===== src/mips_pkg.sv =====
`default_nettype none

package mips_pkg;

    localparam int XLEN           = 32;
    localparam int REG_AW         = 5;
    localparam int NUM_REGS       = 32;
    localparam int BYTES_PER_WORD = 4;

    //////////////////////////////////////////////////////////////////////
    // Opcode and function fields

    localparam logic [5:0] OP_SPECIAL = 6'h00;
    localparam logic [5:0] OP_ADDIU   = 6'h09;
    localparam logic [5:0] OP_ORI     = 6'h0d;
    localparam logic [5:0] OP_LUI     = 6'h0f;
    localparam logic [5:0] OP_LB      = 6'h20;
    localparam logic [5:0] OP_LH      = 6'h21;
    localparam logic [5:0] OP_LW      = 6'h23;
    localparam logic [5:0] OP_LBU     = 6'h24;
    localparam logic [5:0] OP_LHU     = 6'h25;
    localparam logic [5:0] OP_SB      = 6'h28;
    localparam logic [5:0] OP_SH      = 6'h29;
    localparam logic [5:0] OP_SW      = 6'h2b;

    localparam logic [5:0] FN_ADDU = 6'h21;
    localparam logic [5:0] FN_SUBU = 6'h23;
    localparam logic [5:0] FN_AND  = 6'h24;
    localparam logic [5:0] FN_OR   = 6'h25;
    localparam logic [5:0] FN_XOR  = 6'h26;
    localparam logic [5:0] FN_SLT  = 6'h2a;

    localparam logic [XLEN-1:0] NOP_INSTR = '0; // sll r0, r0, 0

    // Operand select codes from the hazard unit
    localparam logic [1:0] FWD_REG   = 2'd0;
    localparam logic [1:0] FWD_EXMEM = 2'd1;
    localparam logic [1:0] FWD_MEMWB = 2'd2;

    typedef enum logic [2:0] {
        ALU_ADD, ALU_SUB, ALU_AND, ALU_OR, ALU_XOR, ALU_SLT, ALU_PASS_B
    } alu_op_e;

    typedef enum logic [1:0] {
        MEM_BYTE, MEM_HALF, MEM_WORD
    } mem_size_e;

    //////////////////////////////////////////////////////////////////////
    // Stage payloads

    typedef struct packed {
        logic [XLEN-1:0] pc;
        logic [XLEN-1:0] instr;
    } if_id_t;

    typedef struct packed {
        logic [XLEN-1:0]   pc;
        logic [XLEN-1:0]   rs_val;
        logic [XLEN-1:0]   rt_val;
        logic [XLEN-1:0]   imm;
        logic [REG_AW-1:0] rs;
        logic [REG_AW-1:0] rt;
        logic [REG_AW-1:0] rd;
        alu_op_e           alu_op;
        logic              alu_src_imm;
        logic              reg_write;
        logic              load;
        logic              store;
        logic              load_unsigned;
        mem_size_e         mem_size;
    } id_ex_t;

    typedef struct packed {
        logic [XLEN-1:0]   pc;
        logic [XLEN-1:0]   alu_result;
        logic [XLEN-1:0]   store_data;
        logic [REG_AW-1:0] rd;
        logic              reg_write;
        logic              load;
        logic              store;
        logic              load_unsigned;
        mem_size_e         mem_size;
    } ex_mem_t;

    typedef struct packed {
        logic [XLEN-1:0]   pc;
        logic [XLEN-1:0]   value;
        logic [REG_AW-1:0] rd;
        logic              reg_write;
    } mem_wb_t;

endpackage

`default_nettype wire


===== src/pipe_reg.sv =====
`timescale 1ns/100ps
`default_nettype none

module pipe_reg #(
    parameter type payload_t = logic
) (
    input  wire logic clk_i,
    input  wire logic rst_i,
    input  wire logic hold_i,   // Stall, keep contents
    input  wire logic bubble_i, // Load an empty slot
    input  payload_t  d_i,
    output payload_t  q_o
);

    // An all-zero payload has every write and store flag off
    always_ff @(posedge clk_i) begin
        if (rst_i) begin
            q_o <= payload_t'('0);
        end else if (hold_i) begin
            q_o <= q_o;
        end else if (bubble_i) begin
            q_o <= payload_t'('0);
        end else begin
            q_o <= d_i;
        end
    end

endmodule

`default_nettype wire


===== src/inst_decode.sv =====
`timescale 1ns/100ps
`default_nettype none

module inst_decode import mips_pkg::*; (
    input  wire logic [XLEN-1:0]   instr_i,
    output logic      [REG_AW-1:0] rs_o,
    output logic      [REG_AW-1:0] rt_o,
    output logic      [REG_AW-1:0] rd_o,
    output logic                   uses_rt_o,
    output logic      [XLEN-1:0]   imm_o,
    output alu_op_e                alu_op_o,
    output logic                   alu_src_imm_o,
    output logic                   reg_write_o,
    output logic                   load_o,
    output logic                   store_o,
    output logic                   unsigned_o,
    output mem_size_e              mem_size_o
);

    logic [5:0]  opcode;
    logic [5:0]  funct;
    logic [15:0] imm16;

    assign opcode = instr_i[31:26];
    assign funct  = instr_i[5:0];
    assign imm16  = instr_i[15:0];
    assign rs_o   = instr_i[25:21];
    assign rt_o   = instr_i[20:16];

    always_comb begin
        rd_o          = instr_i[20:16];      // I-type writes rt
        uses_rt_o     = 1'b0;
        imm_o         = {{16{imm16[15]}}, imm16};
        alu_op_o      = ALU_ADD;
        alu_src_imm_o = 1'b1;
        reg_write_o   = 1'b0;
        load_o        = 1'b0;
        store_o       = 1'b0;
        unsigned_o    = 1'b0;
        case (opcode)
            OP_SPECIAL: begin
                rd_o          = instr_i[15:11];
                uses_rt_o     = 1'b1;
                alu_src_imm_o = 1'b0;
                reg_write_o   = 1'b1;
                case (funct)
                    FN_ADDU: alu_op_o = ALU_ADD;
                    FN_SUBU: alu_op_o = ALU_SUB;
                    FN_AND:  alu_op_o = ALU_AND;
                    FN_OR:   alu_op_o = ALU_OR;
                    FN_XOR:  alu_op_o = ALU_XOR;
                    FN_SLT:  alu_op_o = ALU_SLT;
                    default: reg_write_o = 1'b0; // Shifts etc. become no-ops
                endcase
            end
            OP_ADDIU: reg_write_o = 1'b1;
            OP_ORI: begin
                reg_write_o = 1'b1;
                alu_op_o    = ALU_OR;
                imm_o       = {16'b0, imm16};
            end
            OP_LUI: begin
                reg_write_o = 1'b1;
                alu_op_o    = ALU_PASS_B;
                imm_o       = {imm16, 16'b0};
            end
            OP_LB, OP_LH, OP_LW, OP_LBU, OP_LHU: begin
                reg_write_o = 1'b1;
                load_o      = 1'b1;
                unsigned_o  = (opcode == OP_LBU) || (opcode == OP_LHU);
            end
            OP_SB, OP_SH, OP_SW: begin
                uses_rt_o = 1'b1;                // Store data
                store_o   = 1'b1;
            end
            default: ;
        endcase
    end

    // Access size sits in the low opcode bits of every load and store
    always_comb begin
        case (opcode[1:0])
            2'b00:   mem_size_o = MEM_BYTE;
            2'b01:   mem_size_o = MEM_HALF;
            default: mem_size_o = MEM_WORD;
        endcase
    end

endmodule

`default_nettype wire


===== src/reg_file.sv =====
`timescale 1ns/100ps
`default_nettype none

module reg_file import mips_pkg::*; (
    input  wire logic              clk_i,
    input  wire logic              rst_i,
    input  wire logic [REG_AW-1:0] ra_i,
    input  wire logic [REG_AW-1:0] rb_i,
    output logic      [XLEN-1:0]   rdata_a_o,
    output logic      [XLEN-1:0]   rdata_b_o,
    input  wire logic              we_i,
    input  wire logic [REG_AW-1:0] waddr_i,
    input  wire logic [XLEN-1:0]   wdata_i
);

    logic [XLEN-1:0] regs [NUM_REGS];
    logic            wr_en;

    assign wr_en = we_i && (waddr_i != '0); // r0 stays zero

    always_ff @(posedge clk_i) begin
        if (rst_i) begin
            for (int i = 0; i < NUM_REGS; i++) begin
                regs[i] <= '0;
            end
        end else if (wr_en) begin
            regs[waddr_i] <= wdata_i;
        end
    end

    // Same-cycle write passes through to decode
    assign rdata_a_o = (wr_en && waddr_i == ra_i) ? wdata_i : regs[ra_i];
    assign rdata_b_o = (wr_en && waddr_i == rb_i) ? wdata_i : regs[rb_i];

endmodule

`default_nettype wire


===== src/alu.sv =====
`timescale 1ns/100ps
`default_nettype none

module alu import mips_pkg::*; (
    input  alu_op_e              op_i,
    input  wire logic [XLEN-1:0] a_i,
    input  wire logic [XLEN-1:0] b_i,
    output logic      [XLEN-1:0] result_o
);

    logic less;

    assign less = $signed(a_i) < $signed(b_i);

    always_comb begin
        case (op_i)
            ALU_ADD:    result_o = a_i + b_i;   // Wraps, no overflow trap
            ALU_SUB:    result_o = a_i - b_i;
            ALU_AND:    result_o = a_i & b_i;
            ALU_OR:     result_o = a_i | b_i;
            ALU_XOR:    result_o = a_i ^ b_i;
            ALU_SLT:    result_o = {{(XLEN-1){1'b0}}, less};
            ALU_PASS_B: result_o = b_i;         // LUI
            default:    result_o = '0;
        endcase
    end

endmodule

`default_nettype wire


===== src/mem_align.sv =====
`timescale 1ns/100ps
`default_nettype none

module mem_align import mips_pkg::*; (
    input  mem_size_e                        size_i,
    input  wire logic                        unsigned_i,
    input  wire logic                        store_i,
    input  wire logic [1:0]                  addr_lo_i,
    input  wire logic [XLEN-1:0]             store_data_i,
    input  wire logic [XLEN-1:0]             rdata_i,
    output logic      [XLEN-1:0]             wdata_o,
    output logic      [BYTES_PER_WORD-1:0]   be_o,
    output logic      [XLEN-1:0]             load_data_o
);

    logic [7:0]  byte_lane;
    logic [15:0] half_lane;

    //////////////////////////////////////////////////////////////////////
    // Store side

    always_comb begin
        case (size_i)
            MEM_BYTE: begin
                wdata_o = {4{store_data_i[7:0]}};
                be_o    = BYTES_PER_WORD'(1) << addr_lo_i;
            end
            MEM_HALF: begin
                wdata_o = {2{store_data_i[15:0]}};
                be_o    = addr_lo_i[1] ? 4'b1100 : 4'b0011;
            end
            default: begin
                wdata_o = store_data_i;
                be_o    = 4'b1111;
            end
        endcase
        if (!store_i) begin
            be_o = '0; // Loads never write
        end
    end

    //////////////////////////////////////////////////////////////////////
    // Load side

    assign byte_lane = rdata_i[8*addr_lo_i +: 8];
    assign half_lane = addr_lo_i[1] ? rdata_i[31:16] : rdata_i[15:0];

    always_comb begin
        case (size_i)
            MEM_BYTE: load_data_o = unsigned_i ? {24'b0, byte_lane}
                                               : {{24{byte_lane[7]}}, byte_lane};
            MEM_HALF: load_data_o = unsigned_i ? {16'b0, half_lane}
                                               : {{16{half_lane[15]}}, half_lane};
            default:  load_data_o = rdata_i;
        endcase
    end

endmodule

`default_nettype wire


===== src/hazard_unit.sv =====
`timescale 1ns/100ps
`default_nettype none

module hazard_unit import mips_pkg::*; (
    // Decode stage sources
    input  wire logic [REG_AW-1:0] id_rs_i,
    input  wire logic [REG_AW-1:0] id_rt_i,
    input  wire logic              id_uses_rt_i,
    // Execute stage
    input  wire logic [REG_AW-1:0] ex_rs_i,
    input  wire logic [REG_AW-1:0] ex_rt_i,
    input  wire logic [REG_AW-1:0] ex_rd_i,
    input  wire logic              ex_reg_write_i,
    input  wire logic              ex_load_i,
    // Memory stage producer
    input  wire logic [REG_AW-1:0] mem_rd_i,
    input  wire logic              mem_reg_write_i,
    input  wire logic              mem_load_i,
    // Writeback producer
    input  wire logic [REG_AW-1:0] wb_rd_i,
    input  wire logic              wb_reg_write_i,
    output logic      [1:0]        fwd_a_o,
    output logic      [1:0]        fwd_b_o,
    output logic                   stall_o
);

    logic ex_load_live;

    // Nearest producer wins; a load in MEM has no data yet
    function automatic logic [1:0] fwd_sel(input logic [REG_AW-1:0] src);
        if (mem_reg_write_i && !mem_load_i && mem_rd_i != '0 && mem_rd_i == src) begin
            return FWD_EXMEM;
        end
        if (wb_reg_write_i && wb_rd_i != '0 && wb_rd_i == src) begin
            return FWD_MEMWB;
        end
        return FWD_REG;
    endfunction

    always_comb begin
        fwd_a_o = fwd_sel(ex_rs_i);
        fwd_b_o = fwd_sel(ex_rt_i);
    end

    //////////////////////////////////////////////////////////////////////
    // Load-use detection

    assign ex_load_live = ex_load_i && ex_reg_write_i && (ex_rd_i != '0);

    // Bubble behind the load clears this on the next cycle
    assign stall_o = ex_load_live &&
                     ((ex_rd_i == id_rs_i) || (id_uses_rt_i && ex_rd_i == id_rt_i));

endmodule

`default_nettype wire


===== src/mips_core.sv =====
`timescale 1ns/100ps
`default_nettype none

module mips_core import mips_pkg::*; (
    input  wire logic                      clk_i,
    input  wire logic                      rst_i,
    // Instruction memory
    output logic      [XLEN-1:0]           imem_addr_o,
    input  wire logic [XLEN-1:0]           imem_data_i,
    // Data memory
    output logic      [XLEN-1:0]           dmem_addr_o,
    output logic      [XLEN-1:0]           dmem_wdata_o,
    output logic      [BYTES_PER_WORD-1:0] dmem_be_o,
    output logic                           dmem_we_o,
    input  wire logic [XLEN-1:0]           dmem_rdata_i,
    // Writeback trace
    output logic      [XLEN-1:0]           dbg_wb_pc_o,
    output logic      [3:0]                dbg_wb_rf_wen_o,
    output logic      [REG_AW-1:0]         dbg_wb_rf_wnum_o,
    output logic      [XLEN-1:0]           dbg_wb_rf_wdata_o
);

    logic [XLEN-1:0] pc;
    logic            stall;
    logic [1:0]      fwd_a, fwd_b;

    if_id_t  if_id_d,  if_id_q;
    id_ex_t  id_ex_d,  id_ex_q;
    ex_mem_t ex_mem_d, ex_mem_q;
    mem_wb_t mem_wb_d, mem_wb_q;

    logic            id_uses_rt;
    logic [XLEN-1:0] op_a, op_b_reg, alu_b, alu_result;
    logic [XLEN-1:0] load_data;

    // Operand select shared by both EX inputs
    function automatic logic [XLEN-1:0] fwd_mux(input logic [1:0] sel,
                                                input logic [XLEN-1:0] reg_val);
        case (sel)
            FWD_EXMEM: return ex_mem_q.alu_result;
            FWD_MEMWB: return mem_wb_q.value;
            default:   return reg_val;
        endcase
    endfunction

    //////////////////////////////////////////////////////////////////////
    // Fetch

    always_ff @(posedge clk_i) begin
        if (rst_i) begin
            pc <= '0;
        end else if (!stall) begin
            pc <= pc + BYTES_PER_WORD;
        end
    end

    assign imem_addr_o = pc;
    assign if_id_d     = '{pc: pc, instr: imem_data_i};

    pipe_reg #(.payload_t(if_id_t)) u_if_id (
        .clk_i   (clk_i),
        .rst_i   (rst_i),
        .hold_i  (stall),
        .bubble_i(1'b0),
        .d_i     (if_id_d),
        .q_o     (if_id_q)
    );

    //////////////////////////////////////////////////////////////////////
    // Decode

    assign id_ex_d.pc = if_id_q.pc;

    inst_decode u_decode (
        .instr_i      (if_id_q.instr),
        .rs_o         (id_ex_d.rs),
        .rt_o         (id_ex_d.rt),
        .rd_o         (id_ex_d.rd),
        .uses_rt_o    (id_uses_rt),
        .imm_o        (id_ex_d.imm),
        .alu_op_o     (id_ex_d.alu_op),
        .alu_src_imm_o(id_ex_d.alu_src_imm),
        .reg_write_o  (id_ex_d.reg_write),
        .load_o       (id_ex_d.load),
        .store_o      (id_ex_d.store),
        .unsigned_o   (id_ex_d.load_unsigned),
        .mem_size_o   (id_ex_d.mem_size)
    );

    reg_file u_rf (
        .clk_i    (clk_i),
        .rst_i    (rst_i),
        .ra_i     (id_ex_d.rs),
        .rb_i     (id_ex_d.rt),
        .rdata_a_o(id_ex_d.rs_val),
        .rdata_b_o(id_ex_d.rt_val),
        .we_i     (mem_wb_q.reg_write),
        .waddr_i  (mem_wb_q.rd),
        .wdata_i  (mem_wb_q.value)
    );

    hazard_unit u_hazard (
        .id_rs_i        (id_ex_d.rs),
        .id_rt_i        (id_ex_d.rt),
        .id_uses_rt_i   (id_uses_rt),
        .ex_rs_i        (id_ex_q.rs),
        .ex_rt_i        (id_ex_q.rt),
        .ex_rd_i        (id_ex_q.rd),
        .ex_reg_write_i (id_ex_q.reg_write),
        .ex_load_i      (id_ex_q.load),
        .mem_rd_i       (ex_mem_q.rd),
        .mem_reg_write_i(ex_mem_q.reg_write),
        .mem_load_i     (ex_mem_q.load),
        .wb_rd_i        (mem_wb_q.rd),
        .wb_reg_write_i (mem_wb_q.reg_write),
        .fwd_a_o        (fwd_a),
        .fwd_b_o        (fwd_b),
        .stall_o        (stall)
    );

    pipe_reg #(.payload_t(id_ex_t)) u_id_ex (
        .clk_i   (clk_i),
        .rst_i   (rst_i),
        .hold_i  (1'b0),
        .bubble_i(stall),   // Load-use gap
        .d_i     (id_ex_d),
        .q_o     (id_ex_q)
    );

    //////////////////////////////////////////////////////////////////////
    // Execute

    always_comb begin
        op_a     = fwd_mux(fwd_a, id_ex_q.rs_val);
        op_b_reg = fwd_mux(fwd_b, id_ex_q.rt_val);  // Also the store data
    end

    assign alu_b = id_ex_q.alu_src_imm ? id_ex_q.imm : op_b_reg;

    alu u_alu (
        .op_i    (id_ex_q.alu_op),
        .a_i     (op_a),
        .b_i     (alu_b),
        .result_o(alu_result)
    );

    assign ex_mem_d = '{
        pc:            id_ex_q.pc,
        alu_result:    alu_result,
        store_data:    op_b_reg,
        rd:            id_ex_q.rd,
        reg_write:     id_ex_q.reg_write,
        load:          id_ex_q.load,
        store:         id_ex_q.store,
        load_unsigned: id_ex_q.load_unsigned,
        mem_size:      id_ex_q.mem_size
    };

    pipe_reg #(.payload_t(ex_mem_t)) u_ex_mem (
        .clk_i   (clk_i),
        .rst_i   (rst_i),
        .hold_i  (1'b0),
        .bubble_i(1'b0),
        .d_i     (ex_mem_d),
        .q_o     (ex_mem_q)
    );

    //////////////////////////////////////////////////////////////////////
    // Memory and writeback

    assign dmem_addr_o = ex_mem_q.alu_result;
    assign dmem_we_o   = ex_mem_q.store;

    mem_align u_align (
        .size_i      (ex_mem_q.mem_size),
        .unsigned_i  (ex_mem_q.load_unsigned),
        .store_i     (ex_mem_q.store),
        .addr_lo_i   (ex_mem_q.alu_result[1:0]),
        .store_data_i(ex_mem_q.store_data),
        .rdata_i     (dmem_rdata_i),
        .wdata_o     (dmem_wdata_o),
        .be_o        (dmem_be_o),
        .load_data_o (load_data)
    );

    assign mem_wb_d = '{
        pc:        ex_mem_q.pc,
        value:     ex_mem_q.load ? load_data : ex_mem_q.alu_result,
        rd:        ex_mem_q.rd,
        reg_write: ex_mem_q.reg_write
    };

    pipe_reg #(.payload_t(mem_wb_t)) u_mem_wb (
        .clk_i   (clk_i),
        .rst_i   (rst_i),
        .hold_i  (1'b0),
        .bubble_i(1'b0),
        .d_i     (mem_wb_d),
        .q_o     (mem_wb_q)
    );

    assign dbg_wb_pc_o       = mem_wb_q.pc;
    assign dbg_wb_rf_wen_o   = {4{mem_wb_q.reg_write}};
    assign dbg_wb_rf_wnum_o  = mem_wb_q.rd;
    assign dbg_wb_rf_wdata_o = mem_wb_q.value;

endmodule

`default_nettype wire


===== config.mk =====
export PLATFORM = sky130hd
export DESIGN_NAME = mips_core
export DESIGN_NICKNAME = d
export VERILOG_FILES = /design/src/mips_pkg.sv /design/src/pipe_reg.sv /design/src/inst_decode.sv /design/src/reg_file.sv /design/src/alu.sv /design/src/mem_align.sv /design/src/hazard_unit.sv /design/src/mips_core.sv
export SDC_FILE = /design/constraint.sdc
export NUM_CORES = 2
export LEC_CHECK = 0
export ABC_CLOCK_PERIOD_IN_PS = 14300
export BUFFER_PORTS_ARGS = -buffer_cell sky130_fd_sc_hd__buf_2
export CAP_MARGIN = 0
export CORE_AREA = 5 5 479 481
export DETAILED_ROUTE_END_ITERATION = 10
export DIE_AREA = 0 0 484 486
export PLACE_DENSITY = 0.62
export SETUP_SLACK_MARGIN = 0.1
export SYNTH_ARGS = -nofsm -noshare
export SYNTH_HDL_FRONTEND = slang
export SYNTH_HIERARCHICAL = 1
export SYNTH_SLANG_ARGS = --single-unit

===== constraint.sdc =====
create_clock -name clk_i -period 14.3 [get_ports clk_i]
set_input_delay 2.86 -clock clk_i [delete_from_list [all_inputs] [get_ports clk_i]]
set_output_delay 2.86 -clock clk_i [all_outputs]
set_load 0.05 [all_outputs]

Yosys cells after proc, flatten, opt, wreduce, memory -nomap -nowiden
Memory sizes are Yosys's and may differ from the RTL's. A register that Yosys moved wholly into a read port is not among the register bits.
Index checks and enable logic that the tools add are counted.

word-level totals
  bits in registers = 362
  memory bits (writable) = 1024
  input port bits = 66
  logic and storage cells = 149
  memories kept = 1

operators by class
  add/subtract/negate cells = 3
  magnitude comparators = 1
  eq/ne operators = 35
  shift operators = 2
  mux-type cells = 46
  bitwise gates (word level) = 4
  reduce and logical (&&, ||, !) cells = 29

memories
  name       depth  width  rd ports  clocked after memory_dff  wr ports  RTL line        source
  u_rf.regs  32     32     2         2                         32        reg_file.sv:16  logic [XLEN-1:0] regs [NUM_REGS];

operator list
  cell                                                             count
  32-bit one-hot mux with 2 select lines                           5
  32-bit one-hot mux with 7 select lines                           1
  32-bit 2-to-1 mux                                                5
  6-bit == test, second input constant                             14
  32-bit by 3-bit adder with 32-bit output, second input constant  1
  32-bit adder                                                     1
  32-bit bitwise AND                                               1
  32-bit < comparator                                              1
  32-bit OR                                                        1
  32-bit OR reduction                                              1
  32-bit by 6-bit variable part select with 8-bit output           1
  32-bit subtractor                                                1
  32-bit bitwise XOR                                               1
  5-bit == test                                                    6
  6-bit by 4-bit == test with 1-bit output, second input constant  3
  1-bit 2-to-1 mux                                                 17
  16-bit 2-to-1 mux                                                1
  2-bit 2-to-1 mux                                                 8
  3-bit one-hot mux with 5 select lines                            1
  5-bit nonzero test                                               3
  1-bit logical AND                                                11
  5-bit 2-to-1 mux                                                 2
  3-bit == test, second input constant                             3
  3-bit one-hot mux with 3 select lines                            1
  21 further kinds                                                 30

Logic depth before layout (Yosys ltp)
  depth in word-level cells = 13
  mapped depth = 24

By module
The synthesis kept the hierarchy.

modules (own cells, without submodules)
  module               instances  cells each  area each (um^2)
  reg_file             1          3494        54461.0
  pipe_reg (u_id_ex)   1          681         6511.2
  alu                  1          861         5713.0
  pipe_reg (u_ex_mem)  1          476         4394.2
  mips_core            1          468         3409.5
  pipe_reg (u_if_id)   1          285         2909.0
  pipe_reg (u_mem_wb)  1          312         2767.7
  mem_align            1          199         1302.5
  inst_decode          1          92          646.9
  hazard_unit          1          50          401.6

Least setup slack after synthesis
No wires, ideal clock.

  kind = reg-to-reg
  from = register u_mem_wb/q_o[2] (netlist bit)
  to = register u_ex_mem/q_o[74] (netlist bit)
  arrival = 5.389 ns
  data required time = 14.178 ns
  slack = 8.789 ns
  stages on the path, launching flop included = 24
  path through = dfxtp_1 -> or4_1 -> o21ai_1 -> or4_1 -> nor4_2 -> ha_1 -> clkbuf_1 -> a22oi_1 -> o21ai_0 -> mux2_2 -> inv_1 -> ha_1 -> buf_6 -> nor2b_2 -> o21ba_1 -> or4_4 -> o221ai_4 -> o211ai_4 -> a2111oi_4 -> o221ai_2 -> mux2i_1 -> or3_1 -> nand2b_1 -> o22ai_1

between the ends
  cells in the longest elaborated chain, start to end = 12

ends and longest elaborated chain
  item                                                                              RTL line              source
  start, declared                                                                   pipe_reg.sv:12        output payload_t q_o
  start signal, assigned                                                            pipe_reg.sv:18        q_o <= payload_t'('0);
  start signal, assigned                                                            pipe_reg.sv:20        q_o <= q_o;
  start signal, assigned                                                            pipe_reg.sv:22        q_o <= payload_t'('0);
  5-bit nonzero test                                                                hazard_unit.sv:34     if (wb_reg_write_i && wb_rd_i != '0 && wb_rd_i == src) begin
  1-bit logical AND                                                                 hazard_unit.sv:34
  1-bit logical AND (*)                                                             hazard_unit.sv:34
  1-bit 2-to-1 mux (2 in series)                                                    hazard_unit.sv:34
  2-bit 2-to-1 mux (*)                                                              hazard_unit.sv:37     return FWD_REG;
  2-bit 2-to-1 mux (*)                                                              hazard_unit.sv:34
  via fwd_b[1]                                                                      mips_core.sv:25       logic [1:0] fwd_a, fwd_b;
  2-bit == test / 2-bit by 1-bit == test with 1-bit output (equally long branches)  mips_core.sv:39       case (sel)
  32-bit one-hot mux with 2 select lines (*)                                        mips_core.sv:39
  via op_b_reg[8]                                                                   mips_core.sv:33       logic [XLEN-1:0] op_a, op_b_reg, alu_b, alu_result;
  32-bit 2-to-1 mux (*)                                                             mips_core.sv:138      assign alu_b = id_ex_q.alu_src_imm ? id_ex_q.imm : op_b_reg;
  via alu_b[8]                                                                      mips_core.sv:33
  32-bit subtractor / 32-bit adder (equally long branches)                          alu.sv:18, alu.sv:17
  32-bit one-hot mux with 7 select lines (*)                                        alu.sv:16             case (op_i)
  via alu_result[31]                                                                mips_core.sv:33
  end signal, assigned                                                              pipe_reg.sv:20
  end signal, assigned                                                              pipe_reg.sv:22
  end signal, assigned                                                              pipe_reg.sv:24        q_o <= d_i;
  end, declared                                                                     pipe_reg.sv:12

Mark *: on every way through the listed nets, which the timed path passes. The rest lies on a longest branch. The select of a mux whose other input is x is not followed.
A chain may end at the register's enable or synchronous reset.

Worst setup path after layout
  from = register u_mem_wb/q_o[3] (netlist bit)
  to = register u_ex_mem/q_o[67] (netlist bit)

The elaborated chain is that of the path after synthesis.

==> impl_metrics.json <==
{
  "antenna_found_initial": 13,
  "outcome": "completed",
  "clk_pin_slew_ns": 0.06,
  "synth_area_um2": 82500,
  "via_per_inst": 5.97,
  "final_nets": 7001,
  "start_util": 0.368,
  "tritoncts": "done",
  "syn_area_per_cell_um2": 11.9,
  "core-area_um2": 224000,
  "fin_crit_ns": 7.05,
  "overflow": 0,
  "syn_inst": 6918,
  "rsz0062_at_grt": "false",
  "drt_iter0_drc": 7710,
  "grt_pass1_wl_um": 412000,
  "ir_drop_mv": 0.0899,
  "hp-class": "flop to flop",
  "power.density_nw_per_um2": 111,
  "synth_top_flop_cell": "edfxtp_1",
  "ios": 240,
  "synth.most_common_cell": "edfxtp_1",
  "yosys-top-cells-area": "edfxtp_1 (37%), mux4_2 (12%), dfxtp_1 (10%)",
  "finalSetupTns_ns": 0,
  "synth_seq_cells": 1448,
  "gp_congestion": 0.938,
  "post_drt_wl_per_cell_um": 29.0,
  "synth_top_cell_by_area": "edfxtp_1",
  "cts.sinks": 1448,
  "layout-drive-gt1-share": 0.208,
  "clockBufferDepth": 3,
  "dp_cells": 9655,
  "yosysWarnings": 6,
  "track_usage": 0.236,
  "async_flop_share": 0,
  "drtAntennaViolNets": 0,
  "die_x_um": 484,
  "drcViolationCount": 0,
  "clk_latency_ns": 0.83,
  "drt_first_pass_iters": 6,
  "synth_edf_count": 1024,
  "finalSetupViolCount": 0,
  "max_clock_freq_mhz": 142,
  "io_buffers": 237,
  "post-place-ws_ns": 7.46,
  "grt_pass1_vias": 57212,
  "synth_top_area_share": 0.373,
  "numCtsBuffers": 157,
  "whs_ns": 0.465,
  "crit_required_ns": 15.02,
  "cts_hold_buffers": 0,
  "end_kind": "flop",
  "post-route-period-util": 0.493,
  "path_max_fanout": 64,
  "root_buffer": "clkbuf_16",
  "critical_path_class": "flop to flop",
  "finalHoldViolCount": 0,
  "synthToLayoutAreaGrowth_pct": 9.26,
  "worst_pin_slew_ns": 1.26,
  "slew_headroom": 0.157,
  "fin_skew_ns": 0.0468,
  "ys_top_cells_by_count": "edfxtp_1 (1,024), and2_1 (998), nand2_1 (633), o22ai_1 (479), mux4_2 (426)",
  "seq_area_frac_synth": 0.476,
  "grt_max_degree": 223,
  "leakage_nw": 31.1,
  "cts_setup_buffers": 0,
  "rows": 174,
  "stdcell_count": 9943,
  "dpl.hpwl_um": 185000,
  "route.vias.total": 59374,
  "arrival_ns": 7.77,
  "htree_levels": 4,
  "post_cts_resized": 0,
  "fin_ws_ns": 7.25,
  "slew_violations": 0,
  "synthDistinctLibCells": 108,
  "drv_cap": 0,
  "dieHeight_um": 486,
  "die_area_um2": 235000,
  "fillerInstances": 21156,
  "routed_wl_um": 289000,
  "start_kind": "flop"
}
## final timing paths
check                 endpoint  slack, ns        startpoint  cells after the start
max           u_ex_mem/q_o[67]       7.25   u_mem_wb/q_o[3]                     21
min          u_ex_mem/q_o[104]       0.47  u_id_ex/q_o[150]                      2
max reg2reg   u_ex_mem/q_o[67]       7.25   u_mem_wb/q_o[3]                     21
min reg2reg  u_ex_mem/q_o[104]       0.47  u_id_ex/q_o[150]                      2
## flip-flops by register name (all words and copies together) (netlist names)
signal,flops
u_rf/regs,1024
u_id_ex/q_o,153
imem_addr_o,30
u_mem_wb/q_o,70
u_ex_mem/q_o,107
u_if_id/q_o,64
## logic make-up after synthesis
group,Yosys count,share of synthesized area
other,2,0.0000910
and+or+nand+nor,2561,0.172
DFF,1448,0.476
adders and majority gates,113,0.0173
xor gates and xnor gates,69,0.00732
buffers and inverters,814,0.0534
AOI/OAI and AO/OA,1258,0.113
muxes,653,0.161
## per-stage QoR
stage                     total power, mW  instance area, um^2  utilization
after floorplan                      5.61                82700            -
after global placement               5.97                85100        0.379
after detailed placement             5.99                85100        0.379
after CTS                            10.0                90100        0.402
after global routing                 10.3                90100        0.402
final                                9.99                90200        0.402
## power breakdown
group          switching, mW  total, mW  internal, mW
Combinational          0.770       1.21         0.444
Sequential             0.112       4.73          4.62
Clock                   1.81       4.05          2.23
## layout make-up
cell class / instances / area [um^2] / share of cell area
diodes: 10 / 25.0 / 0.000278
clock buffers: 197 / 4160 / 0.0462
clock inverters: 81 / 880 / 0.00976
inverters: 106 / 398 / 0.00441
multi-input cells: 4700 / 39100 / 0.434
flip-flops and latches: 1448 / 39300 / 0.435
well taps: 2992 / 3740 / 0.0415
repair buffers: 409 / 2560 / 0.0284
## worst max-delay path, cell delays in order, from the launching register on
cell	delay (ns)
dfxtp_1	0.67
or4_1	0.20
o21ai_1	0.06
or4_1	0.59
nor4_2	0.28
ha_2	0.22
buf_4	0.53
o21ai_0	0.25
mux2_2	0.35
ha_1	0.27
fa_1	0.46
a211oi_1	0.24
nor2_1	0.11
a2111oi_1	1.12
o31a_1	0.45
o31ai_1	0.19
a311oi_1	0.31
a31oi_1	0.08
xnor2_1	0.15
o21ai_1	0.14
nand2b_1	0.09
o22ai_2	0.11
## metal layers
layer / track usage / routed length (um) / share of wire / vias to the layer above
li1: - / - / - / 25435
met1: 0.314 / 115000 / 0.40 / 30071
met2: 0.366 / 130000 / 0.45 / 3271
met3: 0.0594 / 29200 / 0.10 / 589
met4: 0.100 / 13700 / 0.047 / 8
met5: 0 / 66 / 0.00023 / -
## layout by cell type (no fill, tap or decap), drive strengths merged, types with 18 or more instances in the layout
| master | instances |
|---|---|
| nor2 | 174 |
| buf | 409 |
| a21oi | 116 |
| conb | 46 |
| or4 | 84 |
| ha | 111 |
| a22oi | 69 |
| or3 | 20 |
| o221ai | 24 |
| nand3 | 36 |
| xnor2 | 37 |
| mux4 | 509 |
| nor2b | 62 |
| mux2i | 63 |
| clkbuf | 197 |
| inv | 113 |
| clkinv | 57 |
| nand2 | 633 |
| dfxtp | 424 |
| nand2b | 402 |
| mux2 | 81 |
| and2 | 998 |
| nor3 | 34 |
| a21o | 23 |
| or2 | 40 |
| edfxtp | 1024 |
| o22ai | 669 |
| o21ai | 188 |
| xor2 | 32 |
| o21bai | 18 |
Note: power is estimated with default switching activity, not from simulation.
